$ cat src/router_defs.svh
`ifndef ROUTER_DEFS_SVH
`define ROUTER_DEFS_SVH

// Width of every address and of every rule bound
`define ADDR_WIDTH 32

// Width of the request payload
`define DATA_WIDTH 32

// Number of rules held in the address map
`define NO_RULES 4

// Number of output ports the router steers to
`define NO_PORTS 4

// Width of a port index, enough to name every port
`define IDX_WIDTH 2

// Width of a rule number, enough to name every rule
`define RULE_WIDTH 2

`endif
$ cat src/addr_map_pkg.sv
`default_nettype none
`include "router_defs.svh"

package addr_map_pkg;

  // One address, also used for the start and end bound of a rule
  typedef logic [`ADDR_WIDTH-1:0] addr_t;
  // Payload carried along with a request
  typedef logic [`DATA_WIDTH-1:0] data_t;
  // Index of an output port
  typedef logic [`IDX_WIDTH-1:0]  idx_t;
  // Rule number addressed by a configuration write
  typedef logic [`RULE_WIDTH-1:0] rule_sel_t;
  // Selects which field a configuration write updates
  typedef logic [1:0]             cfg_field_t;

  // Field 0 writes the inclusive start address of the rule
  localparam cfg_field_t CFG_START   = 2'd0;
  // Field 1 writes the exclusive end address, zero meaning the top of memory
  localparam cfg_field_t CFG_END     = 2'd1;
  // Field 2 writes the target port index of the rule
  localparam cfg_field_t CFG_IDX     = 2'd2;
  // Field 3 writes the default setting and ignores the rule number
  // Data bit IDX_WIDTH is the enable and the bits below it are the index
  localparam cfg_field_t CFG_DEFAULT = 2'd3;

endpackage

`default_nettype wire

$ cat src/addr_router_top.sv
`timescale 1ns/1ps
`default_nettype none
`include "router_defs.svh"

module addr_router_top (
  input  logic                        clk_i,
  input  logic                        rst_n_i,
  input  logic                        cfg_we_i,
  input  logic                        cfg_commit_i,
  input  addr_map_pkg::rule_sel_t     cfg_rule_i,
  input  addr_map_pkg::cfg_field_t    cfg_field_i,
  input  addr_map_pkg::addr_t         cfg_wdata_i,
  input  logic                        req_valid_i,
  input  addr_map_pkg::addr_t         req_addr_i,
  input  addr_map_pkg::data_t         req_data_i,
  output logic [`NO_PORTS-1:0]        port_valid_o,
  output addr_map_pkg::addr_t         port_addr_o,
  output addr_map_pkg::data_t         port_data_o,
  output logic                        dec_err_o,
  output logic                        retry_o
);
  import addr_map_pkg::*;

  // Address map as held by the register bank
  addr_t [`NO_RULES-1:0] map_start;
  addr_t [`NO_RULES-1:0] map_end;
  idx_t  [`NO_RULES-1:0] map_idx;
  logic                  en_default;
  idx_t                  default_idx;
  logic                  config_ongoing;

  // Decoder verdict for the request in the current cycle
  idx_t dec_idx;
  logic dec_valid;
  logic dec_error;

  addr_map_regs u_regs (
    .clk_i            (clk_i),
    .rst_n_i          (rst_n_i),
    .cfg_we_i         (cfg_we_i),
    .cfg_commit_i     (cfg_commit_i),
    .cfg_rule_i       (cfg_rule_i),
    .cfg_field_i      (cfg_field_i),
    .cfg_wdata_i      (cfg_wdata_i),
    .map_start_o      (map_start),
    .map_end_o        (map_end),
    .map_idx_o        (map_idx),
    .en_default_o     (en_default),
    .default_idx_o    (default_idx),
    .config_ongoing_o (config_ongoing)
  );

  // The decoder sees the raw request address, so the verdict is ready in the request cycle
  addr_decode_dync #(
    .NoRules (`NO_RULES)
  ) u_decode (
    .addr_i           (req_addr_i),
    .map_start_i      (map_start),
    .map_end_i        (map_end),
    .map_idx_i        (map_idx),
    .en_default_i     (en_default),
    .default_idx_i    (default_idx),
    .config_ongoing_i (config_ongoing),
    .idx_o            (dec_idx),
    .dec_valid_o      (dec_valid),
    .dec_error_o      (dec_error)
  );

  req_steer u_steer (
    .clk_i        (clk_i),
    .rst_n_i      (rst_n_i),
    .req_valid_i  (req_valid_i),
    .req_addr_i   (req_addr_i),
    .req_data_i   (req_data_i),
    .dec_idx_i    (dec_idx),
    .dec_valid_i  (dec_valid),
    .dec_error_i  (dec_error),
    .port_valid_o (port_valid_o),
    .port_addr_o  (port_addr_o),
    .port_data_o  (port_data_o),
    .dec_err_o    (dec_err_o),
    .retry_o      (retry_o)
  );

endmodule

`default_nettype wire

$ cat src/req_steer.sv
`timescale 1ns/1ps
`default_nettype none
`include "router_defs.svh"

module req_steer (
  input  logic                        clk_i,
  input  logic                        rst_n_i,
  input  logic                        req_valid_i,
  input  addr_map_pkg::addr_t         req_addr_i,
  input  addr_map_pkg::data_t         req_data_i,
  input  addr_map_pkg::idx_t          dec_idx_i,
  input  logic                        dec_valid_i,
  input  logic                        dec_error_i,
  output logic [`NO_PORTS-1:0]        port_valid_o,
  output addr_map_pkg::addr_t         port_addr_o,
  output addr_map_pkg::data_t         port_data_o,
  output logic                        dec_err_o,
  output logic                        retry_o
);
  import addr_map_pkg::*;

  // Single register stage between request and result
  // Each request strobe gives exactly one result in the next cycle
  // The result is a port strobe, a decode error or a retry
  // A new request may arrive every cycle since nothing pushes back

  // One-hot form of the decoded index, worked out in the request cycle
  logic [`NO_PORTS-1:0] port_sel;

  // Result strobes, one cycle behind the request
  logic [`NO_PORTS-1:0] port_valid_q;
  logic                 dec_err_q;
  logic                 retry_q;

  // Address and data of the latest request
  addr_t addr_q;
  data_t data_q;

  // Turn the index into a single set bit
  always_comb begin
    port_sel = '0;
    port_sel[dec_idx_i] = 1'b1;
  end

  // Every strobe is cleared each cycle so a result lasts exactly one cycle
  // Valid goes first, then error, and anything else is a retry
  always_ff @(posedge clk_i) begin
    if (!rst_n_i) begin
      port_valid_q <= '0;
      dec_err_q    <= 1'b0;
      retry_q      <= 1'b0;
    end else begin
      port_valid_q <= '0;
      dec_err_q    <= 1'b0;
      retry_q      <= 1'b0;
      if (req_valid_i) begin
        if (dec_valid_i) begin
          port_valid_q <= port_sel;
        end else if (dec_error_i) begin
          dec_err_q <= 1'b1;
        end else begin
          retry_q <= 1'b1;
        end
      end
    end
  end

  // Payload follows the request strobe and is only meaningful with a port strobe
  always_ff @(posedge clk_i) begin
    if (req_valid_i) begin
      addr_q <= req_addr_i;
      data_q <= req_data_i;
    end
  end

  assign port_valid_o = port_valid_q;
  assign port_addr_o  = addr_q;
  assign port_data_o  = data_q;
  assign dec_err_o    = dec_err_q;
  assign retry_o      = retry_q;

endmodule

`default_nettype wire

$ cat src/addr_decode_dync.sv
`timescale 1ns/1ps
`default_nettype none
`include "router_defs.svh"

module addr_decode_dync #(
  parameter int unsigned NoRules = `NO_RULES
) (
  input  addr_map_pkg::addr_t                 addr_i,
  input  addr_map_pkg::addr_t [NoRules-1:0]   map_start_i,
  input  addr_map_pkg::addr_t [NoRules-1:0]   map_end_i,
  input  addr_map_pkg::idx_t  [NoRules-1:0]   map_idx_i,
  input  logic                                en_default_i,
  input  addr_map_pkg::idx_t                  default_idx_i,
  input  logic                                config_ongoing_i,
  output addr_map_pkg::idx_t                  idx_o,
  output logic                                dec_valid_o,
  output logic                                dec_error_o
);
  import addr_map_pkg::*;

  // Purely combinational range decoder
  // A rule covers start up to but excluding end
  // An end of zero stretches the rule to the top of the address space
  // Rules may overlap and the highest numbered match wins

  // One bit per rule that covers the address
  logic [NoRules-1:0] rule_hit;
  // Set when at least one rule covers the address
  logic               any_hit;
  // Port index of the winning rule
  idx_t               hit_idx;

  // Compare against every rule in parallel
  always_comb begin
    rule_hit = '0;
    for (int unsigned i = 0; i < NoRules; i++) begin
      if ((addr_i >= map_start_i[i]) &&
          ((addr_i < map_end_i[i]) || (map_end_i[i] == '0))) begin
        rule_hit[i] = 1'b1;
      end
    end
  end

  // Scan from the lowest rule up, so a later hit overwrites an earlier one
  always_comb begin
    hit_idx = '0;
    for (int unsigned i = 0; i < NoRules; i++) begin
      if (rule_hit[i]) begin
        hit_idx = map_idx_i[i];
      end
    end
  end

  assign any_hit = |rule_hit;

  // Without a hit the default index is offered, which only matters when enabled
  assign idx_o = any_hit ? hit_idx : default_idx_i;

  // A hit or an enabled default gives a usable target
  // During configuration nothing is valid, so the request gets retried
  assign dec_valid_o = (any_hit || en_default_i) && !config_ongoing_i;

  // A real decode error needs a settled map, no hit and no default port
  // Keeping it low during configuration lets the request stage pick retry
  assign dec_error_o = !any_hit && !en_default_i && !config_ongoing_i;

endmodule

`default_nettype wire

$ cat src/addr_map_regs.sv
`timescale 1ns/1ps
`default_nettype none
`include "router_defs.svh"

module addr_map_regs (
  input  logic                                    clk_i,
  input  logic                                    rst_n_i,
  input  logic                                    cfg_we_i,
  input  logic                                    cfg_commit_i,
  input  addr_map_pkg::rule_sel_t                 cfg_rule_i,
  input  addr_map_pkg::cfg_field_t                cfg_field_i,
  input  addr_map_pkg::addr_t                     cfg_wdata_i,
  output addr_map_pkg::addr_t [`NO_RULES-1:0]     map_start_o,
  output addr_map_pkg::addr_t [`NO_RULES-1:0]     map_end_o,
  output addr_map_pkg::idx_t  [`NO_RULES-1:0]     map_idx_o,
  output logic                                    en_default_o,
  output addr_map_pkg::idx_t                      default_idx_o,
  output logic                                    config_ongoing_o
);
  import addr_map_pkg::*;

  // The bank holds four rules plus one default setting
  // Every write lands one cycle after its strobe
  // The ongoing flag marks the map as possibly inconsistent until a commit

  // One enable per field, decoded from the write strobe
  logic wr_start;
  logic wr_end;
  logic wr_idx;
  logic wr_default;

  // Pieces of the write data used by the index and default fields
  idx_t wdata_idx;
  logic wdata_en;

  // Stored address map
  addr_t [`NO_RULES-1:0] start_q;
  addr_t [`NO_RULES-1:0] end_q;
  idx_t  [`NO_RULES-1:0] idx_q;
  logic                  en_default_q;
  idx_t                  default_idx_q;

  // High while the map is being rewritten
  logic ongoing_q;

  // Only one field is selected per write, so at most one enable is set
  assign wr_start   = cfg_we_i && (cfg_field_i == CFG_START);
  assign wr_end     = cfg_we_i && (cfg_field_i == CFG_END);
  assign wr_idx     = cfg_we_i && (cfg_field_i == CFG_IDX);
  assign wr_default = cfg_we_i && (cfg_field_i == CFG_DEFAULT);

  // The low bits give the port index for both the rule and the default
  assign wdata_idx = cfg_wdata_i[`IDX_WIDTH-1:0];
  // The bit just above the index enables the default port
  assign wdata_en  = cfg_wdata_i[`IDX_WIDTH];

  // Map registers start out empty with the default port disabled
  always_ff @(posedge clk_i) begin
    if (!rst_n_i) begin
      start_q       <= '0;
      end_q         <= '0;
      idx_q         <= '0;
      en_default_q  <= 1'b0;
      default_idx_q <= '0;
    end else begin
      // The rule number picks which entry of the arrays is updated
      if (wr_start) begin
        start_q[cfg_rule_i] <= cfg_wdata_i;
      end
      if (wr_end) begin
        end_q[cfg_rule_i] <= cfg_wdata_i;
      end
      if (wr_idx) begin
        idx_q[cfg_rule_i] <= wdata_idx;
      end
      // The default setting is global and ignores the rule number
      if (wr_default) begin
        en_default_q  <= wdata_en;
        default_idx_q <= wdata_idx;
      end
    end
  end

  // Out of reset the map counts as unconfigured, so nothing routes
  // A commit wins over a write in the same cycle and ends the configuration
  always_ff @(posedge clk_i) begin
    if (!rst_n_i) begin
      ongoing_q <= 1'b1;
    end else if (cfg_commit_i) begin
      ongoing_q <= 1'b0;
    end else if (cfg_we_i) begin
      ongoing_q <= 1'b1;
    end
  end

  assign map_start_o      = start_q;
  assign map_end_o        = end_q;
  assign map_idx_o        = idx_q;
  assign en_default_o     = en_default_q;
  assign default_idx_o    = default_idx_q;
  assign config_ongoing_o = ongoing_q;

endmodule

`default_nettype wire

$ cat config.mk
export PLATFORM = sky130hd
export DESIGN_NAME = addr_router_top
export DESIGN_NICKNAME = d
export VERILOG_FILES = /design/src/addr_map_pkg.sv /design/src/addr_router_top.sv /design/src/req_steer.sv /design/src/addr_decode_dync.sv /design/src/addr_map_regs.sv
export VERILOG_INCLUDE_DIRS = /design/src
export SDC_FILE = /design/constraint.sdc
export NUM_CORES = 1
export LEC_CHECK = 0
export ABC_AREA = 1
export BUFFER_PORTS_ARGS = -buffer_cell sky130_fd_sc_hd__clkbuf_2
export CAP_MARGIN = 25
export CORE_MARGIN = 2
export CORE_UTILIZATION = 54
export DETAILED_ROUTE_END_ITERATION = 16
export PLACE_DENSITY = 0.75
export RECOVER_POWER = 100
export SETUP_SLACK_MARGIN = 0.1
export SYNTH_ARGS = -nofsm -noshare
export SYNTH_HDL_FRONTEND = slang
export SYNTH_SLANG_ARGS = --single-unit
$ cat constraint.sdc
create_clock -name clk_i -period 1.9 [get_ports clk_i]
set_clock_uncertainty 0.15 [all_clocks]
set_input_delay 0.095 -clock clk_i [delete_from_list [all_inputs] [get_ports clk_i]]
set_output_delay 0.095 -clock clk_i [all_outputs]
set_load 0.01 [all_outputs]
==> results of run 1 <==
[power groups by stage]
stage | Combinational, uW | Clock [uW] | Sequential, uW
after floorplan | 1330 | 0 | 7830
after global placement | 2510 | 0 | 7770
after detailed placement | 2610 | 0 | 7780
after CTS | 2880 | 7990 | 7630
after global routing | 3530 | 8320 | 7650
final | 3220 | 7930 | 7630
[registers in the layout, summed over array words and instances, names as in the netlist, 2 cells and up]
name,count
u_steer.port_valid_o,4
u_regs.map_start_o,128
u_regs.map_idx_o,8
u_regs.default_idx_o,2
u_steer.port_data_o,32
u_regs.map_end_o,128
u_steer.port_addr_o,32
[final timing paths]
path         depth (start not counted)                                   end                                 from  slack [ps]
max reg2reg                         16    u_steer.port_valid_o[1]$_SDFF_PN0_  u_regs.map_start_o[55]$_SDFFE_PN0P_        -620
max                                 16    u_steer.port_valid_o[1]$_SDFF_PN0_  u_regs.map_start_o[55]$_SDFFE_PN0P_        -620
min                                  6  u_regs.map_start_o[127]$_SDFFE_PN0P_                       cfg_field_i[1]          90
min reg2reg                          2   u_regs.map_start_o[89]$_SDFFE_PN0P_  u_regs.map_start_o[89]$_SDFFE_PN0P_         310
[stage by stage]
step	power, uW	hold slack [ps]	setup slack [ps]
CTS	18490	103.6	-537.8
finish	18780	93.20	-624.2
floorplan	9161	43.87	-132.4
detailed placement	10390	123.6	-827.5
global placement	10280	121.9	-818.8
global route	19500	102.7	-828.1
[cell type report]
| type | count | area [um^2] |
|---|---|---|
| clock buffers | 53 | 1144 |
| clock inverters | 19 | 215.2 |
| fillers | 2139 | 7462 |
| inverters | 325 | 1220 |
| multi-input cells | 1425 | 9884 |
| flip-flops and latches | 338 | 7432 |
| well taps | 442 | 553.0 |
| repair buffers | 611 | 4543 |
[worst max-delay path: stages, from the launching register on]
cell and delay [ps]:
dfxtp_1 330, inv_1 80, ha_1 300, nand2_2 130, nor2_1 70, nor2_1 120, nand3_1 100, a21oi_1 190
buf_4 180, nand3_4 100, nand2_4 110, nand2_1 60, nor2_1 120, nor2_2 60, buf_4 130, o21ai_2 110
nor2_1 60
[cell usage after synthesis]
cell type	count
nor3_2	4
nand4_1	40
clkinv_1	6
ha_1	252
a21oi_2	1
edfxtp_1	64
or2_1	1
clkbuf_1	80
nand2_4	6
nor2_2	5
buf_1	1
nor4_1	15
nand3_1	30
o211ai_1	1
and3_1	1
nand2_1	232
nor4_4	1
dfxtp_1	274
nor3b_1	1
a21oi_1	374
nand3_2	4
inv_1	310
nor4_2	2
o21ai_0	303
a21boi_0	1
inv_2	9
o21bai_1	1
a21o_1	2
nand3b_1	2
o21a_1	6
o21ai_1	5
nor2_1	116
nand2_2	8
o21ai_2	2
nor3_1	8
nor2_8	1
[routing by layer]
layer | up-vias | global-route usage [%] | wire length (um)
li1 | 8515 | - | -
met1 | 8281 | 36.30 | 22350
met5 | - | 0 | 0
met4 | 0 | 15.11 | 2727
met3 | 189 | 3.932 | 3963
met2 | 754 | 53.31 | 27470
[layout by cell type (no fill, tap or decap), drive strengths merged, types with 2 or more instances in the layout]
master / n
nor2: 122
a21oi: 375
clkinvlp: 2
clkbuf: 226
inv: 320
dlygate4sd3: 108
ha: 252
a21o: 2
buf: 329
bufinv: 4
nand3: 34
o21a: 6
nand4: 40
clkinv: 18
nor3: 12
dfxtp: 274
nor4: 18
nand2: 246
edfxtp: 64
nand3b: 2
o21ai: 310
[logic make-up (layout without fill, tap and decap cells)]
logic type / Yosys count / count (layout) / synth area share, %
AND/OR/NAND/NOR: 477 / 477 / 12.21
AO/OA/AOI/OAI: 696 / 696 / 19.81
buffers and inverters: 406 / 1008 / 8.573
adder cells (fa/ha/maj): 252 / 252 / 17.74
flip-flops: 338 / 338 / 41.67
[what timing repair did]
| item | CTS | global route |
|---|---|---|
| buffers inserted | 2 | 8 |
| hold endpoints to repair | 352 | 0 |
| endpoints found under the setup margin | 5 | 72 |
| pin swaps | 31 | 71 |
| resized for setup | 54 | 186 |
| hold buffers | 109 | 0 |
| gates cloned | 0 | 1 |
==> key figures, run 1 <==
Final layout
  – Final instance area: 0.02499 mm^2
  – N_diodes: 0
  – Nets: 3097
  – Area grow syn2layout: 40.58%
  – Fin cells: 3213
  – Final core occ: 77.01%
  – Layout cells sized above 1: 28.47%

Min path
  – Worst hold path type: primary input to flip-flop

Global routing
  – First-pass GRT wire length: 82.79 mm
  – Total global-route track usage: 30.31%
  – Antenna violations before repair: 0
  – Largest net degree at the start of global routing: 91
  – Gr ovfl total: 0
  – Number of global-route vias before repair: 17090

Pwr
  – P_leak: 0.01058 uW
  – P per Cell Area: 751.5 mW/mm^2
  – Switching pwr: 5034 uW
  – Combinational power share: 17.1%
  – Clock share of power: 42.2%
  – Peak supply drop: 633.3 uV
  – Cell-internal power: 13750 uW
  – Switching Share: 26.81%
  – Sequential share of power: 40.6%

Clock tree
  – TritonCTS clock tree: built
  – CTS clk-pin slew, worst paths: 60 ps
  – Worst-skew pair later-pin latency: 540 ps
  – Clock tree buffer depth: 3
  – H-tree Lvls: 2
  – Total CTS buffers: 39
  – CTS Root Cell: clkbuf_16
  – Clk sink count: 338

Setup path
  – Worst setup EP type: flip-flop
  – Crit path launch type: flip-flop
  – CP required: 2160 ps
  – CP Class: flip-flop to flip-flop
  – Worst Path Arrival: 2790 ps
  – Worst Path Max Fanout: 4

Die
  – Initial core utilization: 54.78%
  – Core ar.: 0.03245 mm^2
  – Total Die Area: 0.03439 mm^2
  – Cell Rows: 66
  – Die H: 185.4 um
  – Top Ports: 175
  – Die Span X: 185.4 um

STA
  – Fin crit period: 2524 ps
  – Slew Viols, Final: 0
  – Measured slew at the worst slew-check pin: 631.4 ps
  – Relative slew margins: 57.91%
  – Setup violations, final: 5
  – Setup TNS: -2908 ps
  – Tcrit/Tclk final: 132.9%
  – Max frequency: 396.2 MHz
  – Final Hold Vio Count: 0
  – RSZ-0062 raised after global routing: yes
  – Setup ws final: -624.2 ps

Routing
  – Antenna viol nets, final: 0
  – Router iterations before antenna repair: 7
  – Iter 0 DRT Violations: 1207
  – Avg Vias per Cell: 5.521
  – Total routed wirelength: 56.52 mm
  – Routed vias: 17740
  – WL/cell: 17.59 um
  – # DRC: 0

Job
  – Number of max-cap violations: 0

Status
  – Failing checks: setup timing
  – Outcome: complete, but fails checks

Yosys
  – Gate Count Post-Synth: 2169
  – Area fraction of the dominant cell type after synthesis: 30.86%
  – Syn_area_per_cell: 8.196 um^2
  – Synth Warn #: 0
  – Synth top area cells: dfxtp_1, ha_1, edfxtp_1
  – Sequential-to-total area share from yosys stat: 41.67%
  – Mapped Area: 0.01778 mm^2
  – Area leader, netlist: dfxtp_1
  – Synthesized flop and latch total: 338
  – Mapped Nets: 2526
  – Count of different cell masters after synthesis: 36

Place
  – Routability Congestion: 0.8987
  – Placed Area: 0.02137 mm^2
  – Post-detail-place hpwl: 35.35 mm
  – Placed cell count: 3021
  – Port bufs: 174
Note: power is estimated with default switching activity, not from simulation.
==> inputs of run 2 (changes only) <==
--- a/config.mk
+++ b/config.mk
@@ -6,13 +6,13 @@
 export SDC_FILE = /design/constraint.sdc
 export NUM_CORES = 1
 export LEC_CHECK = 0
-export ABC_AREA = 1
 export BUFFER_PORTS_ARGS = -buffer_cell sky130_fd_sc_hd__clkbuf_2
 export CAP_MARGIN = 25
+export CORE_ASPECT_RATIO = 0.6
 export CORE_MARGIN = 2
-export CORE_UTILIZATION = 54
+export CORE_UTILIZATION = 55
 export DETAILED_ROUTE_END_ITERATION = 16
-export PLACE_DENSITY = 0.75
+export PLACE_DENSITY = 0.76
 export RECOVER_POWER = 100
 export SETUP_SLACK_MARGIN = 0.1
 export SYNTH_ARGS = -nofsm -noshare
==> run 2 against run 1 <==
  * The run ends with hold timing, setup timing left
  * Setup slack worse by 670 ps
  * First-iteration DRC count up 54%
  * Sequential power down 0.8%
  * Utilization down 4.3 points
  * Largest power group is now registers
==> key figures, run 2 <==
Yosys
  – Largest family of logic cells by synthesized area: compound AO/OA/AOI/OAI gates
  – Synth Warn #: 0
  – Top cells by count, synth: nand2_1, dfxtp_1, inv_1
  – Post-synth EDFFs: 64
  – Ys flop type: dfxtp_1
  – Synth top area cells: dfxtp_1, ha_1, nand2_1
  – Top-count cell post-synth: nand2_1
  – Mapped Nets: 2583
  – Syn_area_per_cell: 8.469 um^2
  – FFs w/ async S/R, synth: 0%
  – Sequential-to-total area share from yosys stat: 39.29%
  – Area fraction of the dominant cell type after synthesis: 29.09%
  – Adder-Cell Fraction of Synth Area: 16.72%
  – Synth Area in Simple Gates: 17.14%
  – Area leader, netlist: dfxtp_1
  – Synthesized flop and latch total: 338
  – Count of different cell masters after synthesis: 58
  – Mapped Area: 0.01885 mm^2
  – Synth Area in Compound Gates: 18.85%
  – Post-synthesis xor/xnor area fraction: 0%
  – Gate Count Post-Synth: 2226
  – Multiplexer share of the synthesized area: 0.3186%

Die
  – Core ar.: 0.03370 mm^2
  – Initial core utilization: 55.94%
  – Top Ports: 175
  – Total Die Area: 0.03582 mm^2
  – Cell Rows: 52
  – Die H: 147.4 um
  – Die Span X: 243.0 um

Final layout
  – Nets: 3068
  – Commonest non-fill, non-tap cell in the layout: nand2_1
  – Area grow syn2layout: 29.99%
  – Layout cells sized above 1: 17.43%
  – Fillers: 2591
  – Commonest non-fill, non-tap cells in the layout: nand2_1, dfxtp_1, a21boi_0
  – N_diodes: 0
  – Final instance area: 0.02451 mm^2
  – Fin cells: 3195

Routing
  – Router iterations before antenna repair: 6
  – Iter 0 DRT Violations: 1864
  – WL/cell: 20.09 um
  – Avg Vias per Cell: 5.660
  – # DRC: 0
  – Total routed wirelength: 64.19 mm
  – Met2 WL post-DR: 26.68 mm
  – Met1 wire length: 28.52 mm
  – Antenna viol nets, final: 0
  – Wire length on met3: 7.656 mm
  – Routed vias: 18080
  – Highest routed metal layer: met4

Min path
  – Worst hold path type: primary input to flip-flop

Global routing
  – First-pass GRT wire length: 98.19 mm
  – Number of global-route vias before repair: 17340
  – Antenna violations before repair: 1
  – Largest net degree at the start of global routing: 98
  – Total global-route track usage: 35.27%
  – Gr ovfl total: 0

STA
  – Setup ws final: -1290 ps
  – Setup TNS: -19310 ps
  – Setup violations, final: 78
  – Max frequency: 313.5 MHz
  – RSZ-0062 raised after global routing: yes
  – Measured slew at the worst slew-check pin: 1346 ps
  – Tcrit/Tclk final: 167.9%
  – Slew Viols, Final: 0
  – Final Hold Vio Count: 1
  – Fin crit period: 3190 ps
  – Hold slack final: -20.74 ps
  – Relative slew margins: 10.28%

Setup path
  – Crit path largest cell delay: 390 ps
  – Worst-path cell chain: inv_2 -> ha_4 -> nand3_4 -> or3_4 -> a2111oi_4 -> o31ai_4 -> a211o_1 -> buf_6 -> a41o_1 -> mux2i_2 -> o221a_1 -> nor3b_2
  – Crit path launch type: flip-flop
  – CP Class: flip-flop to flip-flop
  – Slowest library cell on the worst path: or3_4
  – Worst setup EP type: flip-flop
  – Reg2reg setup slack: -1290 ps
  – CP required: 2220 ps
  – Worst Path Arrival: 3510 ps
  – Worst Path Max Fanout: 3

Job
  – Number of max-cap violations: 0

Pwr
  – Combinational power share: 15.5%
  – Cell-internal power: 12390 uW
  – Peak supply drop: 678.8 uV
  – Sequential share of power: 44.8%
  – P_leak: 0.009258 uW
  – P per Cell Area: 690.0 mW/mm^2
  – Clock share of power: 39.8%
  – Switching Share: 26.71%
  – Switching pwr: 4516 uW

Clock tree
  – CTS Root Cell: clkbuf_16
  – Total CTS buffers: 31
  – H-tree Lvls: 1
  – Clock tree buffer depth: 3
  – CTS clk-pin slew, worst paths: 70 ps
  – Worst-skew pair later-pin latency: 600 ps
  – TritonCTS clock tree: built
  – Clk sink count: 338

Place
  – Placed cell count: 3025
  – Placed Area: 0.02223 mm^2
  – Routability Congestion: 0.9706
  – Port bufs: 174
  – Post-detail-place hpwl: 45.72 mm

Status
  – Failing checks: hold timing, setup timing
  – Outcome: complete, but fails checks
run 2: changes by cell type in the layout (fill, tap and decap cells not counted), moves of 37 or more:
cell      delta
a21boi_0   +262
clkbuf_2    -69
nand2_2     -38
ha_4        -37
ha_1        +37
o21ai_0    -266
nor2_1      -65
nand2_1    +375
clkbuf_1    +91
buf_4       -77
a21oi_1    -278
a21o_1      +37
run 2: cell families after synthesis:
kind of cell,count (synthesis)
AOI/OAI and AO/OA,498
muxes,6
buffers and inverters,376
and+or+nand+nor,756
DFF,338
adders and majority gates,252
run 2: timing repair:
action                                  in CTS  in global routing
gates cloned                                 0                  0
hold endpoints to repair                   395                  0
endpoints found under the setup margin       5                 14
buffers inserted                             0                  4
pin swaps                                   14                 25
gates resized for setup                     30                 46
hold buffers                               109                  0
run 2: final timing paths:
check / cells after the start / to / start
setup reg to reg: 12 / u_steer.port_valid_o[3]$_SDFF_PN0_ / u_regs.map_start_o[55]$_SDFFE_PN0P_
hold reg to reg: 2 / u_regs.map_start_o[15]$_SDFFE_PN0P_ / u_regs.map_start_o[15]$_SDFFE_PN0P_
hold / removal: 5 / u_regs.map_start_o[31]$_SDFFE_PN0P_ / cfg_field_i[1]
setup / recovery: 12 / u_steer.port_valid_o[3]$_SDFF_PN0_ / u_regs.map_start_o[55]$_SDFFE_PN0P_
run 2: per-layer routing:
layer  up-vias  GRT usage (%)
met5         -              0
met3       116          7.317
met2       916          52.31
met4         0          8.436
met1      8548          52.45
li1       8503              -
run 2: metrics by stage:
step / util (%) / setup WS (ps) / total power (uW)
final: 72.72 / -1290 / 16910
after global routing: 72.72 / -1401 / 17420
after CTS: 72.87 / -1202 / 16850
after detailed placement: 65.95 / -1742 / 10040
after global placement: 65.95 / -1601 / 9948
after floorplan: - / -776.6 / 8860
run 2: cell type report:
cell class	instances	area (um^2)	share of cell area (%)
multi-input cells	1512	10420	42.52
repair buffers	564	4033	16.45
clock inverters	14	155.1	0.6331
flip-flops and latches	338	7418	30.27
inverters	264	991.0	4.043
clock buffers	44	914.6	3.732
well taps	459	574.3	2.343
run 2: critical path: cells and delay by family (launching register included):
family	cells	cell delay (ps)
compound gates	5	1400
fa+ha+maj	1	280
flops	1	340
buf+inv	2	180
mux	1	220
simple gates	3	500
run 2: power by group through the flow:
| stage | sequential, uW | clock [uW] | combinational, uW |
|---|---|---|---|
| after CTS | 7570 | 6740 | 2540 |
| after floorplan | 7790 | 0 | 1070 |
| final | 7570 | 6720 | 2620 |
| after global routing | 7590 | 7020 | 2810 |
| after global placement | 7720 | 0 | 2230 |
| after detailed placement | 7730 | 0 | 2310 |
